File: config.mk
export PLATFORM = sky130hd
export DESIGN_NAME = adc_processing
export DESIGN_NICKNAME = d
export VERILOG_FILES = /design/src/adc_pkg.sv /design/src/calibration.sv /design/src/denoiser.sv /design/src/decimator.sv /design/src/threshold_comparator.sv /design/src/adc_control_unit.sv /design/src/adc_processing.sv
export SDC_FILE = /design/constraint.sdc
export NUM_CORES = 1
export LEC_CHECK = 0
export BUFFER_PORTS_ARGS = -buffer_cell sky130_fd_sc_hd__buf_4
export CORE_MARGIN = 2
export CORE_UTILIZATION = 35
export DETAILED_ROUTE_END_ITERATION = 10
export GPL_TIMING_DRIVEN = 0
export MAX_ROUTING_LAYER = met4
export PLACE_DENSITY = 0.56
export REMOVE_ABC_BUFFERS = 1
export SLEW_MARGIN = 20
export SYNTH_ARGS = -nofsm -noshare
export SYNTH_HDL_FRONTEND = slang
export SYNTH_SLANG_ARGS = --single-unit
File: constraint.sdc
create_clock -name clock -period 5.7 [get_ports clock]
set_input_delay 1.14 -clock clock [delete_from_list [all_inputs] [get_ports clock]]
set_output_delay 1.14 -clock clock [all_outputs]
set_load 0.03 [all_outputs]
File: src/adc_pkg.sv
// Shared widths, sample and configuration types and register map for the ADC conditioning chain
package adc_pkg;

    localparam int n_channels = 4;
    localparam int data_width = 16;
    localparam int ch_width = 2;
    localparam int max_shift = 7;
    localparam int max_ratio = 16;
    localparam int addr_width = 5;

    // Field widths derived from the limits above
    localparam int shift_width = $clog2(max_shift + 1);
    localparam int ratio_width = $clog2(max_ratio + 1);

    typedef logic signed [data_width-1:0] data_t;

    typedef struct packed {
        data_t               data;
        logic [ch_width-1:0] channel;
    } sample_t;

    typedef struct packed {
        logic                                   shift_enable;
        data_t [n_channels-1:0]                 offset;
        logic  [n_channels-1:0][shift_width-1:0] shift;
    } cal_cfg_t;

    typedef struct packed {
        logic                   enable;
        data_t [n_channels-1:0] band_high;
        data_t [n_channels-1:0] band_low;
    } denoise_cfg_t;

    typedef struct packed {
        data_t high;
        data_t low;
        logic  latch;
        logic  clear;
    } cmp_cfg_t;

    // Register map, per-channel banks start at the base addresses
    localparam logic [addr_width-1:0] reg_control = 5'd0;
    localparam logic [addr_width-1:0] reg_ratio = 5'd1;
    localparam logic [addr_width-1:0] reg_clear = 5'd2;
    localparam logic [addr_width-1:0] reg_fast_high = 5'd4;
    localparam logic [addr_width-1:0] reg_fast_low = 5'd5;
    localparam logic [addr_width-1:0] reg_slow_high = 5'd6;
    localparam logic [addr_width-1:0] reg_slow_low = 5'd7;
    localparam logic [addr_width-1:0] reg_offset_base = 5'd8;
    localparam logic [addr_width-1:0] reg_shift_base = 5'd12;
    localparam logic [addr_width-1:0] reg_band_high_base = 5'd16;
    localparam logic [addr_width-1:0] reg_band_low_base = 5'd20;

endpackage

File: src/calibration.sv
// Per-channel offset and right-shift calibration stage, one cycle from raw input to output
`timescale 1ns/100ps

module calibration
    import adc_pkg::*;
(
    input  logic     clock,
    input  logic     arst_n,
    input  sample_t  raw_sample,
    input  logic     raw_valid,
    input  cal_cfg_t cfg,
    output sample_t  cal_sample,
    output logic     cal_valid
);

    logic signed [data_width:0] sum;
    data_t                      saturated;
    data_t                      shifted;

    always_comb begin
        // One extra bit keeps the true sum for the overflow check
        sum = raw_sample.data + $signed(cfg.offset[raw_sample.channel]);
        if (sum[data_width] != sum[data_width-1]) begin
            // Clip to the nearest limit
            saturated = sum[data_width] ? {1'b1, {(data_width-1){1'b0}}}
                                        : {1'b0, {(data_width-1){1'b1}}};
        end else begin
            saturated = sum[data_width-1:0];
        end
        if (cfg.shift_enable)
            shifted = saturated >>> cfg.shift[raw_sample.channel];
        else
            shifted = saturated;
    end

    always_ff @(posedge clock or negedge arst_n) begin
        if (!arst_n) begin
            cal_valid <= 1'b0;
            cal_sample <= '0;
        end else begin
            cal_valid <= raw_valid;
            if (raw_valid) begin
                cal_sample.data <= shifted;
                cal_sample.channel <= raw_sample.channel;
            end
        end
    end

    output_held_when_idle: assert property (
        @(posedge clock) disable iff (!arst_n) !cal_valid |-> $stable(cal_sample)
    ) else $error("cal_sample changed while cal_valid was low");

endmodule

File: src/denoiser.sv
// Per-channel dead-band stage that zeroes small samples, one cycle from input to output
`timescale 1ns/100ps

module denoiser
    import adc_pkg::*;
(
    input  logic         clock,
    input  logic         arst_n,
    input  sample_t      in_sample,
    input  logic         in_valid,
    input  denoise_cfg_t cfg,
    output sample_t      out_sample,
    output logic         out_valid
);

    data_t upper;
    data_t lower;
    logic  in_band;
    data_t cleaned;

    always_comb begin
        upper = cfg.band_high[in_sample.channel];
        lower = cfg.band_low[in_sample.channel];
        // Band edges themselves are kept
        in_band = (in_sample.data > lower) && (in_sample.data < upper);
        if (cfg.enable && in_band)
            cleaned = '0;
        else
            cleaned = in_sample.data;
    end

    always_ff @(posedge clock or negedge arst_n) begin
        if (!arst_n)
            out_valid <= 1'b0;
        else
            out_valid <= in_valid;
    end

    always_ff @(posedge clock) begin
        if (in_valid) begin
            out_sample.data <= cleaned;
            out_sample.channel <= in_sample.channel;
        end
    end

endmodule

File: src/decimator.sv
// Per-channel decimator with a single holding register, ready back-pressure and overrun flag
`timescale 1ns/100ps

module decimator
    import adc_pkg::*;
(
    input  logic                   clock,
    input  logic                   arst_n,
    input  sample_t                in_sample,
    input  logic                   in_valid,
    input  logic [ratio_width-1:0] ratio,
    input  logic                   out_ready,
    output sample_t                out_sample,
    output logic                   out_valid,
    output logic                   overrun
);

    logic [ratio_width-1:0] eff_ratio;
    logic [ratio_width-1:0] count [n_channels];
    logic [ratio_width-1:0] next_count;
    logic                   selected;
    logic                   can_load;

    always_comb begin
        // Zero acts as no decimation
        if (ratio == '0)
            eff_ratio = ratio_width'(1);
        else if (ratio > max_ratio)
            eff_ratio = ratio_width'(max_ratio);
        else
            eff_ratio = ratio;
        next_count = count[in_sample.channel] + 1'b1;
        selected = in_valid && (next_count >= eff_ratio);
    end

    // Holding register is free, or drains this cycle
    assign can_load = !out_valid || out_ready;

    always_ff @(posedge clock or negedge arst_n) begin
        if (!arst_n) begin
            for (int i = 0; i < n_channels; i++)
                count[i] <= '0;
        end else if (in_valid) begin
            count[in_sample.channel] <= selected ? '0 : next_count;
        end
    end

    always_ff @(posedge clock or negedge arst_n) begin
        if (!arst_n) begin
            out_valid <= 1'b0;
            overrun <= 1'b0;
        end else begin
            overrun <= selected && !can_load;
            if (selected && can_load)
                out_valid <= 1'b1;
            else if (out_ready)
                out_valid <= 1'b0;
        end
    end

    always_ff @(posedge clock) begin
        if (selected && can_load)
            out_sample <= in_sample;
    end

    held_until_ready: assert property (
        @(posedge clock) disable iff (!arst_n)
        out_valid && !out_ready |=> out_valid && $stable(out_sample)
    ) else $error("filtered sample changed before it was accepted");

endmodule

File: src/threshold_comparator.sv
// High/low threshold trip detector on a sample stream, latching or following the last sample
`timescale 1ns/100ps

module threshold_comparator
    import adc_pkg::*;
(
    input  logic     clock,
    input  logic     arst_n,
    input  sample_t  in_sample,
    input  logic     in_valid,
    input  cmp_cfg_t cfg,
    output logic     trip_high,
    output logic     trip_low
);

    logic above;
    logic below;

    assign above = in_sample.data > cfg.high;
    assign below = in_sample.data < cfg.low;

    // Clear has priority over a trip seen in the same cycle
    always_ff @(posedge clock or negedge arst_n) begin
        if (!arst_n) begin
            trip_high <= 1'b0;
            trip_low <= 1'b0;
        end else if (cfg.clear) begin
            trip_high <= 1'b0;
            trip_low <= 1'b0;
        end else if (in_valid) begin
            if (cfg.latch) begin
                trip_high <= trip_high || above;
                trip_low <= trip_low || below;
            end else begin
                trip_high <= above;
                trip_low <= below;
            end
        end
    end

endmodule

File: src/adc_control_unit.sv
// Configuration registers, clear pulses, registered readback and fault combining for the chain
`timescale 1ns/100ps

module adc_control_unit
    import adc_pkg::*;
(
    input  logic                   clock,
    input  logic                   arst_n,
    input  logic                   cfg_write,
    input  logic                   cfg_read,
    input  logic [addr_width-1:0]  cfg_addr,
    input  logic [data_width-1:0]  cfg_wdata,
    input  logic [1:0]             trip_high,
    input  logic [1:0]             trip_low,
    input  logic                   overrun,
    output logic [data_width-1:0]  cfg_rdata,
    output cal_cfg_t               cal_cfg,
    output denoise_cfg_t           denoise_cfg,
    output logic [ratio_width-1:0] ratio,
    output cmp_cfg_t               fast_cmp_cfg,
    output cmp_cfg_t               slow_cmp_cfg,
    output logic                   fault
);

    // Control bits from bit 0 up are shift en, denoise en, fast latch, slow latch and sticky fault
    logic [4:0]                    control_q;
    logic [data_width-1:0]         ratio_q;
    data_t                         fast_high_q;
    data_t                         fast_low_q;
    data_t                         slow_high_q;
    data_t                         slow_low_q;
    data_t                         offset_q [n_channels];
    logic [shift_width-1:0]        shift_q [n_channels];
    data_t                         band_high_q [n_channels];
    data_t                         band_low_q [n_channels];
    logic [2:0]                    clear_q;
    logic [data_width-1:0]         rd_value;
    logic [addr_width-ch_width-1:0] addr_group;
    logic [ch_width-1:0]           addr_ch;
    logic                          fault_event;

    assign addr_group = cfg_addr[addr_width-1:ch_width];
    assign addr_ch = cfg_addr[ch_width-1:0];

    always_ff @(posedge clock or negedge arst_n) begin
        if (!arst_n) begin
            control_q <= '0;
            ratio_q <= '0;
            fast_high_q <= '0;
            fast_low_q <= '0;
            slow_high_q <= '0;
            slow_low_q <= '0;
            for (int i = 0; i < n_channels; i++) begin
                offset_q[i] <= '0;
                shift_q[i] <= '0;
                band_high_q[i] <= '0;
                band_low_q[i] <= '0;
            end
        end else if (cfg_write) begin
            case (cfg_addr)
                reg_control:   control_q <= cfg_wdata[4:0];
                reg_ratio:     ratio_q <= cfg_wdata;
                reg_fast_high: fast_high_q <= cfg_wdata;
                reg_fast_low:  fast_low_q <= cfg_wdata;
                reg_slow_high: slow_high_q <= cfg_wdata;
                reg_slow_low:  slow_low_q <= cfg_wdata;
                default: begin
                    // Per-channel banks
                    if (addr_group == reg_offset_base[addr_width-1:ch_width])
                        offset_q[addr_ch] <= cfg_wdata;
                    else if (addr_group == reg_shift_base[addr_width-1:ch_width])
                        shift_q[addr_ch] <= cfg_wdata[shift_width-1:0];
                    else if (addr_group == reg_band_high_base[addr_width-1:ch_width])
                        band_high_q[addr_ch] <= cfg_wdata;
                    else if (addr_group == reg_band_low_base[addr_width-1:ch_width])
                        band_low_q[addr_ch] <= cfg_wdata;
                end
            endcase
        end
    end

    // One-cycle clear strobes from reg_clear writes
    always_ff @(posedge clock or negedge arst_n) begin
        if (!arst_n)
            clear_q <= '0;
        else if (cfg_write && cfg_addr == reg_clear)
            clear_q <= cfg_wdata[2:0];
        else
            clear_q <= '0;
    end

    always_comb begin
        rd_value = '0;
        case (cfg_addr)
            reg_control:   rd_value = data_width'(control_q);
            reg_ratio:     rd_value = ratio_q;
            reg_fast_high: rd_value = fast_high_q;
            reg_fast_low:  rd_value = fast_low_q;
            reg_slow_high: rd_value = slow_high_q;
            reg_slow_low:  rd_value = slow_low_q;
            default: begin
                if (addr_group == reg_offset_base[addr_width-1:ch_width])
                    rd_value = offset_q[addr_ch];
                else if (addr_group == reg_shift_base[addr_width-1:ch_width])
                    rd_value = data_width'(shift_q[addr_ch]);
                else if (addr_group == reg_band_high_base[addr_width-1:ch_width])
                    rd_value = band_high_q[addr_ch];
                else if (addr_group == reg_band_low_base[addr_width-1:ch_width])
                    rd_value = band_low_q[addr_ch];
            end
        endcase
    end

    always_ff @(posedge clock or negedge arst_n) begin
        if (!arst_n)
            cfg_rdata <= '0;
        else if (cfg_read)
            cfg_rdata <= rd_value;
    end

    assign fault_event = (|trip_high) || (|trip_low) || overrun;

    always_ff @(posedge clock or negedge arst_n) begin
        if (!arst_n)
            fault <= 1'b0;
        else if (control_q[4])
            fault <= fault_event || (fault && !clear_q[2]);
        else
            fault <= fault_event;
    end

    // Ratio register saturates at the decimator limit
    assign ratio = (ratio_q > max_ratio) ? ratio_width'(max_ratio) : ratio_q[ratio_width-1:0];

    always_comb begin
        cal_cfg.shift_enable = control_q[0];
        denoise_cfg.enable = control_q[1];
        for (int i = 0; i < n_channels; i++) begin
            cal_cfg.offset[i] = offset_q[i];
            cal_cfg.shift[i] = shift_q[i];
            denoise_cfg.band_high[i] = band_high_q[i];
            denoise_cfg.band_low[i] = band_low_q[i];
        end
        fast_cmp_cfg.high = fast_high_q;
        fast_cmp_cfg.low = fast_low_q;
        fast_cmp_cfg.latch = control_q[2];
        fast_cmp_cfg.clear = clear_q[0];
        slow_cmp_cfg.high = slow_high_q;
        slow_cmp_cfg.low = slow_low_q;
        slow_cmp_cfg.latch = control_q[3];
        slow_cmp_cfg.clear = clear_q[1];
    end

    clear_single_cycle: assert property (
        @(posedge clock) disable iff (!arst_n) (clear_q & $past(clear_q)) == 3'b000
    ) else $error("clear pulse lasted more than one cycle");

endmodule

File: src/adc_processing.sv
// Top level of the ADC conditioning subsystem, wires control unit, datapath and comparators
`timescale 1ns/100ps

module adc_processing
    import adc_pkg::*;
(
    input  logic                  clock,
    input  logic                  arst_n,
    input  sample_t               raw_sample,
    input  logic                  raw_valid,
    input  logic                  cfg_write,
    input  logic                  cfg_read,
    input  logic [addr_width-1:0] cfg_addr,
    input  logic [data_width-1:0] cfg_wdata,
    output logic [data_width-1:0] cfg_rdata,
    output sample_t               fast_sample,
    output logic                  fast_valid,
    output sample_t               filt_sample,
    output logic                  filt_valid,
    input  logic                  filt_ready,
    output logic [1:0]            trip_high,
    output logic [1:0]            trip_low,
    output logic                  fault
);

    cal_cfg_t               cal_cfg;
    denoise_cfg_t           denoise_cfg;
    cmp_cfg_t               fast_cmp_cfg;
    cmp_cfg_t               slow_cmp_cfg;
    logic [ratio_width-1:0] ratio;
    logic                   overrun;
    sample_t                cal_sample;
    logic                   cal_valid;
    logic                   filt_accept;

    // Slow comparator only sees samples taken by the consumer
    assign filt_accept = filt_valid && filt_ready;

    adc_control_unit control_unit_i (
        .clock        (clock),
        .arst_n       (arst_n),
        .cfg_write    (cfg_write),
        .cfg_read     (cfg_read),
        .cfg_addr     (cfg_addr),
        .cfg_wdata    (cfg_wdata),
        .trip_high    (trip_high),
        .trip_low     (trip_low),
        .overrun      (overrun),
        .cfg_rdata    (cfg_rdata),
        .cal_cfg      (cal_cfg),
        .denoise_cfg  (denoise_cfg),
        .ratio        (ratio),
        .fast_cmp_cfg (fast_cmp_cfg),
        .slow_cmp_cfg (slow_cmp_cfg),
        .fault        (fault)
    );

    calibration calibration_i (
        .clock      (clock),
        .arst_n     (arst_n),
        .raw_sample (raw_sample),
        .raw_valid  (raw_valid),
        .cfg        (cal_cfg),
        .cal_sample (cal_sample),
        .cal_valid  (cal_valid)
    );

    denoiser denoiser_i (
        .clock      (clock),
        .arst_n     (arst_n),
        .in_sample  (cal_sample),
        .in_valid   (cal_valid),
        .cfg        (denoise_cfg),
        .out_sample (fast_sample),
        .out_valid  (fast_valid)
    );

    decimator decimator_i (
        .clock      (clock),
        .arst_n     (arst_n),
        .in_sample  (fast_sample),
        .in_valid   (fast_valid),
        .ratio      (ratio),
        .out_ready  (filt_ready),
        .out_sample (filt_sample),
        .out_valid  (filt_valid),
        .overrun    (overrun)
    );

    threshold_comparator fast_cmp_i (
        .clock     (clock),
        .arst_n    (arst_n),
        .in_sample (fast_sample),
        .in_valid  (fast_valid),
        .cfg       (fast_cmp_cfg),
        .trip_high (trip_high[0]),
        .trip_low  (trip_low[0])
    );

    threshold_comparator slow_cmp_i (
        .clock     (clock),
        .arst_n    (arst_n),
        .in_sample (filt_sample),
        .in_valid  (filt_accept),
        .cfg       (slow_cmp_cfg),
        .trip_high (trip_high[1]),
        .trip_low  (trip_low[1])
    );

endmodule

# [Yosys cells after proc, flatten, opt, wreduce, memory -nomap -nowiden]
# Cells that the tools add are included.
[word_totals] register_bits=391 input_bits=45 wordCells=179
[classes] addsub=2 n_lt_le_gt_ge=15 n_eq_ne=11 shift=1 mux=62 n_bitwise=6 reduce_logical=39
[op_table] operator="$mux W16" n=17
[op_table] operator="$bmux W16 S2" n=6
[op_table] operator="$bwmux W64" n=3
[op_table] operator="$pmux W16 S6" n=1
[op_table] operator="$gt A16 B16 Y1" n=3
[op_table] operator="$lt A16 B16 Y1" n=3
[op_table] operator="$mux W5" n=7
[op_table] operator="$demux W16 S2" n=1
[op_table] operator="$bwmux W20" n=1
[op_table] operator="$eq A5 B3 Y1 const B" n=4
[op_table] operator="$add A16 B16 Y17" n=1
[op_table] operator="$gt A16 B5 Y1 const B" n=1
[op_table] operator="$sshr A16 B3 Y16" n=1
[op_table] operator="$mux W1" n=15
[op_table] operator="$mux W3" n=5
[op_table] operator="$bmux W3 S2" n=2
[op_table] operator="$bwmux W12" n=1
[op_table] operator="$reduce_and A2 Y1" n=6
[op_table] operator="$bmux W5 S2" n=1
[op_table] operator="$demux W5 S2" n=1
[op_table] operator="$logic_and A1 B1 Y1" n=10
[op_table] operator="$logic_not A5 Y1" n=2
[op_table] operator="$logic_or A1 B1 Y1" n=8
[op_table] operator="$demux W3 S2" n=1
[op_table] operator="other kinds (21)" n=35

# [Longest topological paths before layout]
[depth] depth_word=9 depth_mapped=21 ltp_nobuf=18

# [Modules after synthesis]
# Synthesis repeated with hierarchy kept, for this count alone.
[unflattened] hier_cells=1878 area_unflattened_um2=23144.7
[modules_own_cells] module="adc_control_unit" n_inst=1 cells_per_inst=963 area_each_um2=14263.7 seq_area_each_um2=7732.4
[modules_own_cells] module="calibration" n_inst=1 cells_per_inst=359 area_each_um2=3074.2 seq_area_each_um2=475.5
[modules_own_cells] module="denoiser" n_inst=1 cells_per_inst=194 area_each_um2=2332.2 seq_area_each_um2=565.5
[modules_own_cells] module="threshold_comparator" n_inst=2 cells_per_inst=117 area_each_um2=879.6 seq_area_each_um2=50.0
[modules_own_cells] module="decimator" n_inst=1 cells_per_inst=127 area_each_um2=1709.1 seq_area_each_um2=1091.0
[modules_own_cells] module="adc_processing" n_inst=1 cells_per_inst=1 area_each_um2=6.3 seq_area_each_um2=0.0

# [Worst setup path after synthesis]
# Ideal clock, no wire load.
[synth_path] path_kind="in2reg" startpoint="input port raw_sample[0] in the netlist's numbering" endpoint="register calibration_i.cal_sample[10] (netlist name)" t_arrival_ps=5408 path_slack_ps=156 stages=20 path_buffers=4 cell_sequence="buf_2 > buf_2 > buf_2 > mux4_2 > ha_1 > a21oi_1 > a21oi_1 > nor4_1 > a21oi_1 > a21o_1 > a21o_1 > xor2_1 > ha_1 > inv_1 > clkbuf_1 > nor2_1 > a211oi_1 > o31ai_1 > a221oi_1 > o21ai_1"
[synth_between] elab_chain_cells=7
[synth_lines] item="start: declaration" line="adc_processing.sv:9" rtl="input sample_t raw_sample,"
[synth_lines] item="$bmux W16 S2" line="calibration.sv:22" rtl="sum = raw_sample.data + $signed(cfg.offset[raw_sample.channel]);"
[synth_lines] item="$mux W16 (implied by the code)" line="calibration.sv:22"
[synth_lines] item="$add A16 B16 Y17" line="calibration.sv:22"
[synth_lines] item="$mux W16 / $ne A1 B1 Y1 (equally long branches)" line="calibration.sv:25, calibration.sv:23"
[synth_lines] item="$mux W16" line="calibration.sv:23" rtl="if (sum[data_width] != sum[data_width-1]) begin"
[synth_lines] item="$sshr A16 B3 Y16" line="calibration.sv:31" rtl="shifted = saturated >>> cfg.shift[raw_sample.channel];"
[synth_lines] item="$mux W16 *" line="calibration.sv:30" rtl="if (cfg.shift_enable)"
# Every way passes the cells marked *; elsewhere a longest branch is shown, timed or not. The select of a mux whose other input is x is not followed.
# A chain may end at the register's enable or synchronous reset.

# [Worst setup path after layout]
[layout_path] startpoint="input port raw_sample[0] in the netlist's numbering" endpoint="register calibration_i.cal_sample[7] (netlist name)"
[layout_between] elab_chain_cells=7
[layout_lines] item="$bmux W16 S2" line="calibration.sv:22"
[layout_lines] item="$mux W16 (implied by the code)" line="calibration.sv:22"
[layout_lines] item="$add A16 B16 Y17" line="calibration.sv:22"
[layout_lines] item="$mux W16 / $ne A1 B1 Y1 (equally long branches)" line="calibration.sv:25, calibration.sv:23"
[layout_lines] item="$mux W16" line="calibration.sv:23"
[layout_lines] item="$sshr A16 B3 Y16" line="calibration.sv:31"
[layout_lines] item="$mux W16 *" line="calibration.sv:30"
# Marked as above.

==> results.ini <==
[routing]
antenna_left=0
route.vias.total=15180
dr.pass1.iters=5
drc=0
wl_per_cell_um=24.03
wl_met1_um=28460
dr_wl_met2_um=31930
first_iter_violations=1264
vias_per_cell=5.590
routed_wl_um=65250
routed-wl-met3_um=3073
top_layer=met4

[clock_network]
cts_root_buffer=clkbuf_16
cts_tree=built
clock_path_buffers=3
clkTransAtPathRegs_ps=60
cts_buffers=44
clk_latency_ps=570
htree_levels=2
postCtsSetupBuffers=0
clock-sinks=391

[logic_synthesis]
synth_ff_type=dfrtp_1
synthMuxAreaShare_pct=27.36
synth_xor_xnor_area_share_pct=0.6220
syn_inst=1784
synth_edf_count=36
synthesis.area_sq_mm=0.02213
synth_compound_area_share_pct=9.166
async_flop_share_pct=90.79
synth_cell_types=79
syn_area_per_cell_sq_um=12.40
synthAdderAreaFrac_pct=6.707
yosys_warnings=0
yosysSeqAreaShare_pct=45.04
ys_ff_latch=391
synth_simple_gate_area_share_pct=7.187
synth_top_family_by_area=multiplexers

[timing]
worst_slack_ps=325.4
max_freq_mhz=186.1
slew_viol_final=0
hold_violations=0
hold-worst-slack_ps=453.1
finClkSkew_ps=10.72
fin_crit_ps=5375
min_period_over_period_pct=94.29
max-slew-margin-rel_pct=23.87
rsz0062_at_grt=no
tightest_slew_ps=1139
setup-violations-final=0

[power_and_ir_drop]
p_leak_nw=10.95
powerDensity_mw_per_mm2=409.5
ir_drop_mv=0.1852

[critical_path]
crit_start=raw_sample[0]
cp-start-kind=primary input
required_ps=6140
r2r-start=control_unit_i.cal_cfg[69]
reg2reg_depth=17
cp.arrival_ps=5820
worst-setup-path-type=in2reg
worstPathMaxFanout=24
critPathCaptureType=register

[die]
die_w_um=255.4
core_sq_mm=0.06274
initial_utilization_pct=35.27
die_y_um=255.4
io_pins=104
fp-row-count=92
dieArea_sq_mm=0.06524

[grt]
grt_pass1_vias=15700
gr-usage-all-layers_pct=20.55
grt_first_pass_wirelength_um=99770
grt_overflow_total=0
grt_max_degree=97
antenna_found_initial=1

[placement]
port_buffers=103
place_congestion=0.8664
pre_cts_ws_ps=-1122
dpl.hpwl_um=46340
post_dp_cell_area_sq_mm=0.02375

[layout]
most-common-layout-cells=dfrtp_1 (353), mux2_2 (301), ha_1 (116)
nNetsFinal=1997
drive_gt1_share_pct=32.92
area_growth_pct=13.87
ff_latch_area_sq_mm=0.009970
multi_input_area_sq_mm=0.01137
fillers=5912
layout_commonest_cell=dfrtp_1
final_area_sq_mm=0.02520
fin_util_pct=40.16

[worst_hold_path]
holdCritPathClass=reg2reg
worstHoldStart=control_unit_i.clear_q[0]
hold_depth=1

[run_status]
status=finished clean

[job]
max_cap_viol_count=0

power breakdown:
group          total, W  switching [W]  leakage (nW)  internal [W]
combinational   0.00346        0.00187          5.43       0.00159
clock           0.00280        0.00115         0.697       0.00164
sequential      0.00406       0.000621          4.82       0.00344
Yosys cell counts, types with 7 or more instances:
| cell type | n | area share [%] |
|---|---|---|
| a211oi_1 | 9 | 0.31 |
| a21o_1 | 21 | 0.71 |
| a21oi_1 | 64 | 1.4 |
| a222oi_1 | 24 | 1.1 |
| and2_1 | 24 | 0.68 |
| buf_1 | 8 | 0.14 |
| buf_2 | 24 | 0.54 |
| buf_4 | 7 | 0.24 |
| clkbuf_1 | 68 | 1.2 |
| dfrtp_1 | 355 | 40 |
| edfxtp_1 | 36 | 4.9 |
| ha_1 | 117 | 6.6 |
| inv_1 | 105 | 1.8 |
| mux2_2 | 301 | 15 |
| mux2i_1 | 30 | 1.4 |
| mux4_2 | 105 | 11 |
| nand2_1 | 83 | 1.4 |
| nand2b_1 | 25 | 0.71 |
| nand3_1 | 20 | 0.45 |
| nand4_1 | 13 | 0.37 |
| nor2_1 | 76 | 1.3 |
| nor2b_1 | 20 | 0.57 |
| nor3_1 | 16 | 0.36 |
| nor4_1 | 9 | 0.25 |
| o2111ai_1 | 13 | 0.51 |
| o211ai_1 | 13 | 0.44 |
| o21a_1 | 20 | 0.68 |
| o21ai_0 | 63 | 1.4 |
| xnor2_1 | 7 | 0.28 |
critical path: stages:
cell      delay (ps)
buf_6            290
mux4_2           570
ha_1             390
a21oi_2          290
a21oi_1          130
nor4_1           330
a21oi_2          150
a21o_1           200
a21o_1           180
xor2_1           280
ha_4             360
inv_1            270
nand2_1          220
nor2_1            80
a32oi_1          250
o211ai_1         150
o211a_1          180
o32a_1           330
flip-flops by register name, summed over array words and instances (netlist names), 3 cells and up:
signal	flops
control_unit_i.fast_low_q	16
control_unit_i.cfg_rdata	16
control_unit_i.slow_low_q	16
denoiser_i.out_sample	18
calibration_i.cal_sample	18
decimator_i.count	20
control_unit_i.clear_q	3
control_unit_i.control_q	5
decimator_i.out_sample	18
control_unit_i.cal_cfg	76
control_unit_i.denoise_cfg	128
control_unit_i.ratio_q	16
control_unit_i.slow_high_q	16
control_unit_i.fast_high_q	16
area by class of cell:
type / instances / share of cell area (%)
Clock inverter: 15 / 0.5115
Antenna cell: 1 / 0.009932
Clock buffer: 65 / 5.085
Inverter: 106 / 1.579
Sequential cell: 391 / 39.57
Multi-Input combinational cell: 1179 / 45.15
Timing Repair Buffer: 112 / 3.898
Tap cell: 846 / 4.201
metal layers:
metal,track usage (%),up-vias
li1,-,6778
met5,-,-
met2,33.82,385
met4,5.637,0
met1,26.41,7927
met3,3.135,87
timing repair:
action | 4_1_cts | 5_1_grt
hold buffers | 0 | 0
cloned | 0 | 0
resized for setup | 2 | 5
endpoints found under the setup margin | 12 | 13
stage by stage:
| stage | total power (W) | setup TNS [ps] | cells |
|---|---|---|---|
| 3_3_place_gp | 0.007404 | -11450 | 2625 |
| 4_1_cts | 0.01035 | 0 | 2714 |
| 3_5_place_dp | 0.007518 | -11910 | 2634 |
| 6_report | 0.01032 | 0 | 2715 |
| 5_1_grt | 0.01092 | 0 | 2714 |
| 2_1_floorplan | 0.006223 | 0 | 1676 |
cell families (layout without fill, tap and decap cells):
logic type	Yosys count	count (layout)
flip-flops	391	391
AND/OR/NAND/NOR	315	315
buffers and inverters	214	298
adder cells (fa/ha/maj)	118	118
AO/OA/AOI/OAI	296	296
other	0	1
XOR/XNOR	14	14
multiplexers	436	436
final timing paths:
kind / end / slack [ps]
setup / recovery: calibration_i.cal_sample[7] / 330
hold / removal: fast_cmp_i.trip_low / 450
min in group asynchronous: control_unit_i.denoise_cfg[105] / 590
max in group asynchronous: calibration_i.cal_sample[0] / 3700
setup reg to reg: calibration_i.cal_sample[7] / 900
hold reg to reg: fast_cmp_i.trip_low / 450
(Power assumes the default switching activity.)
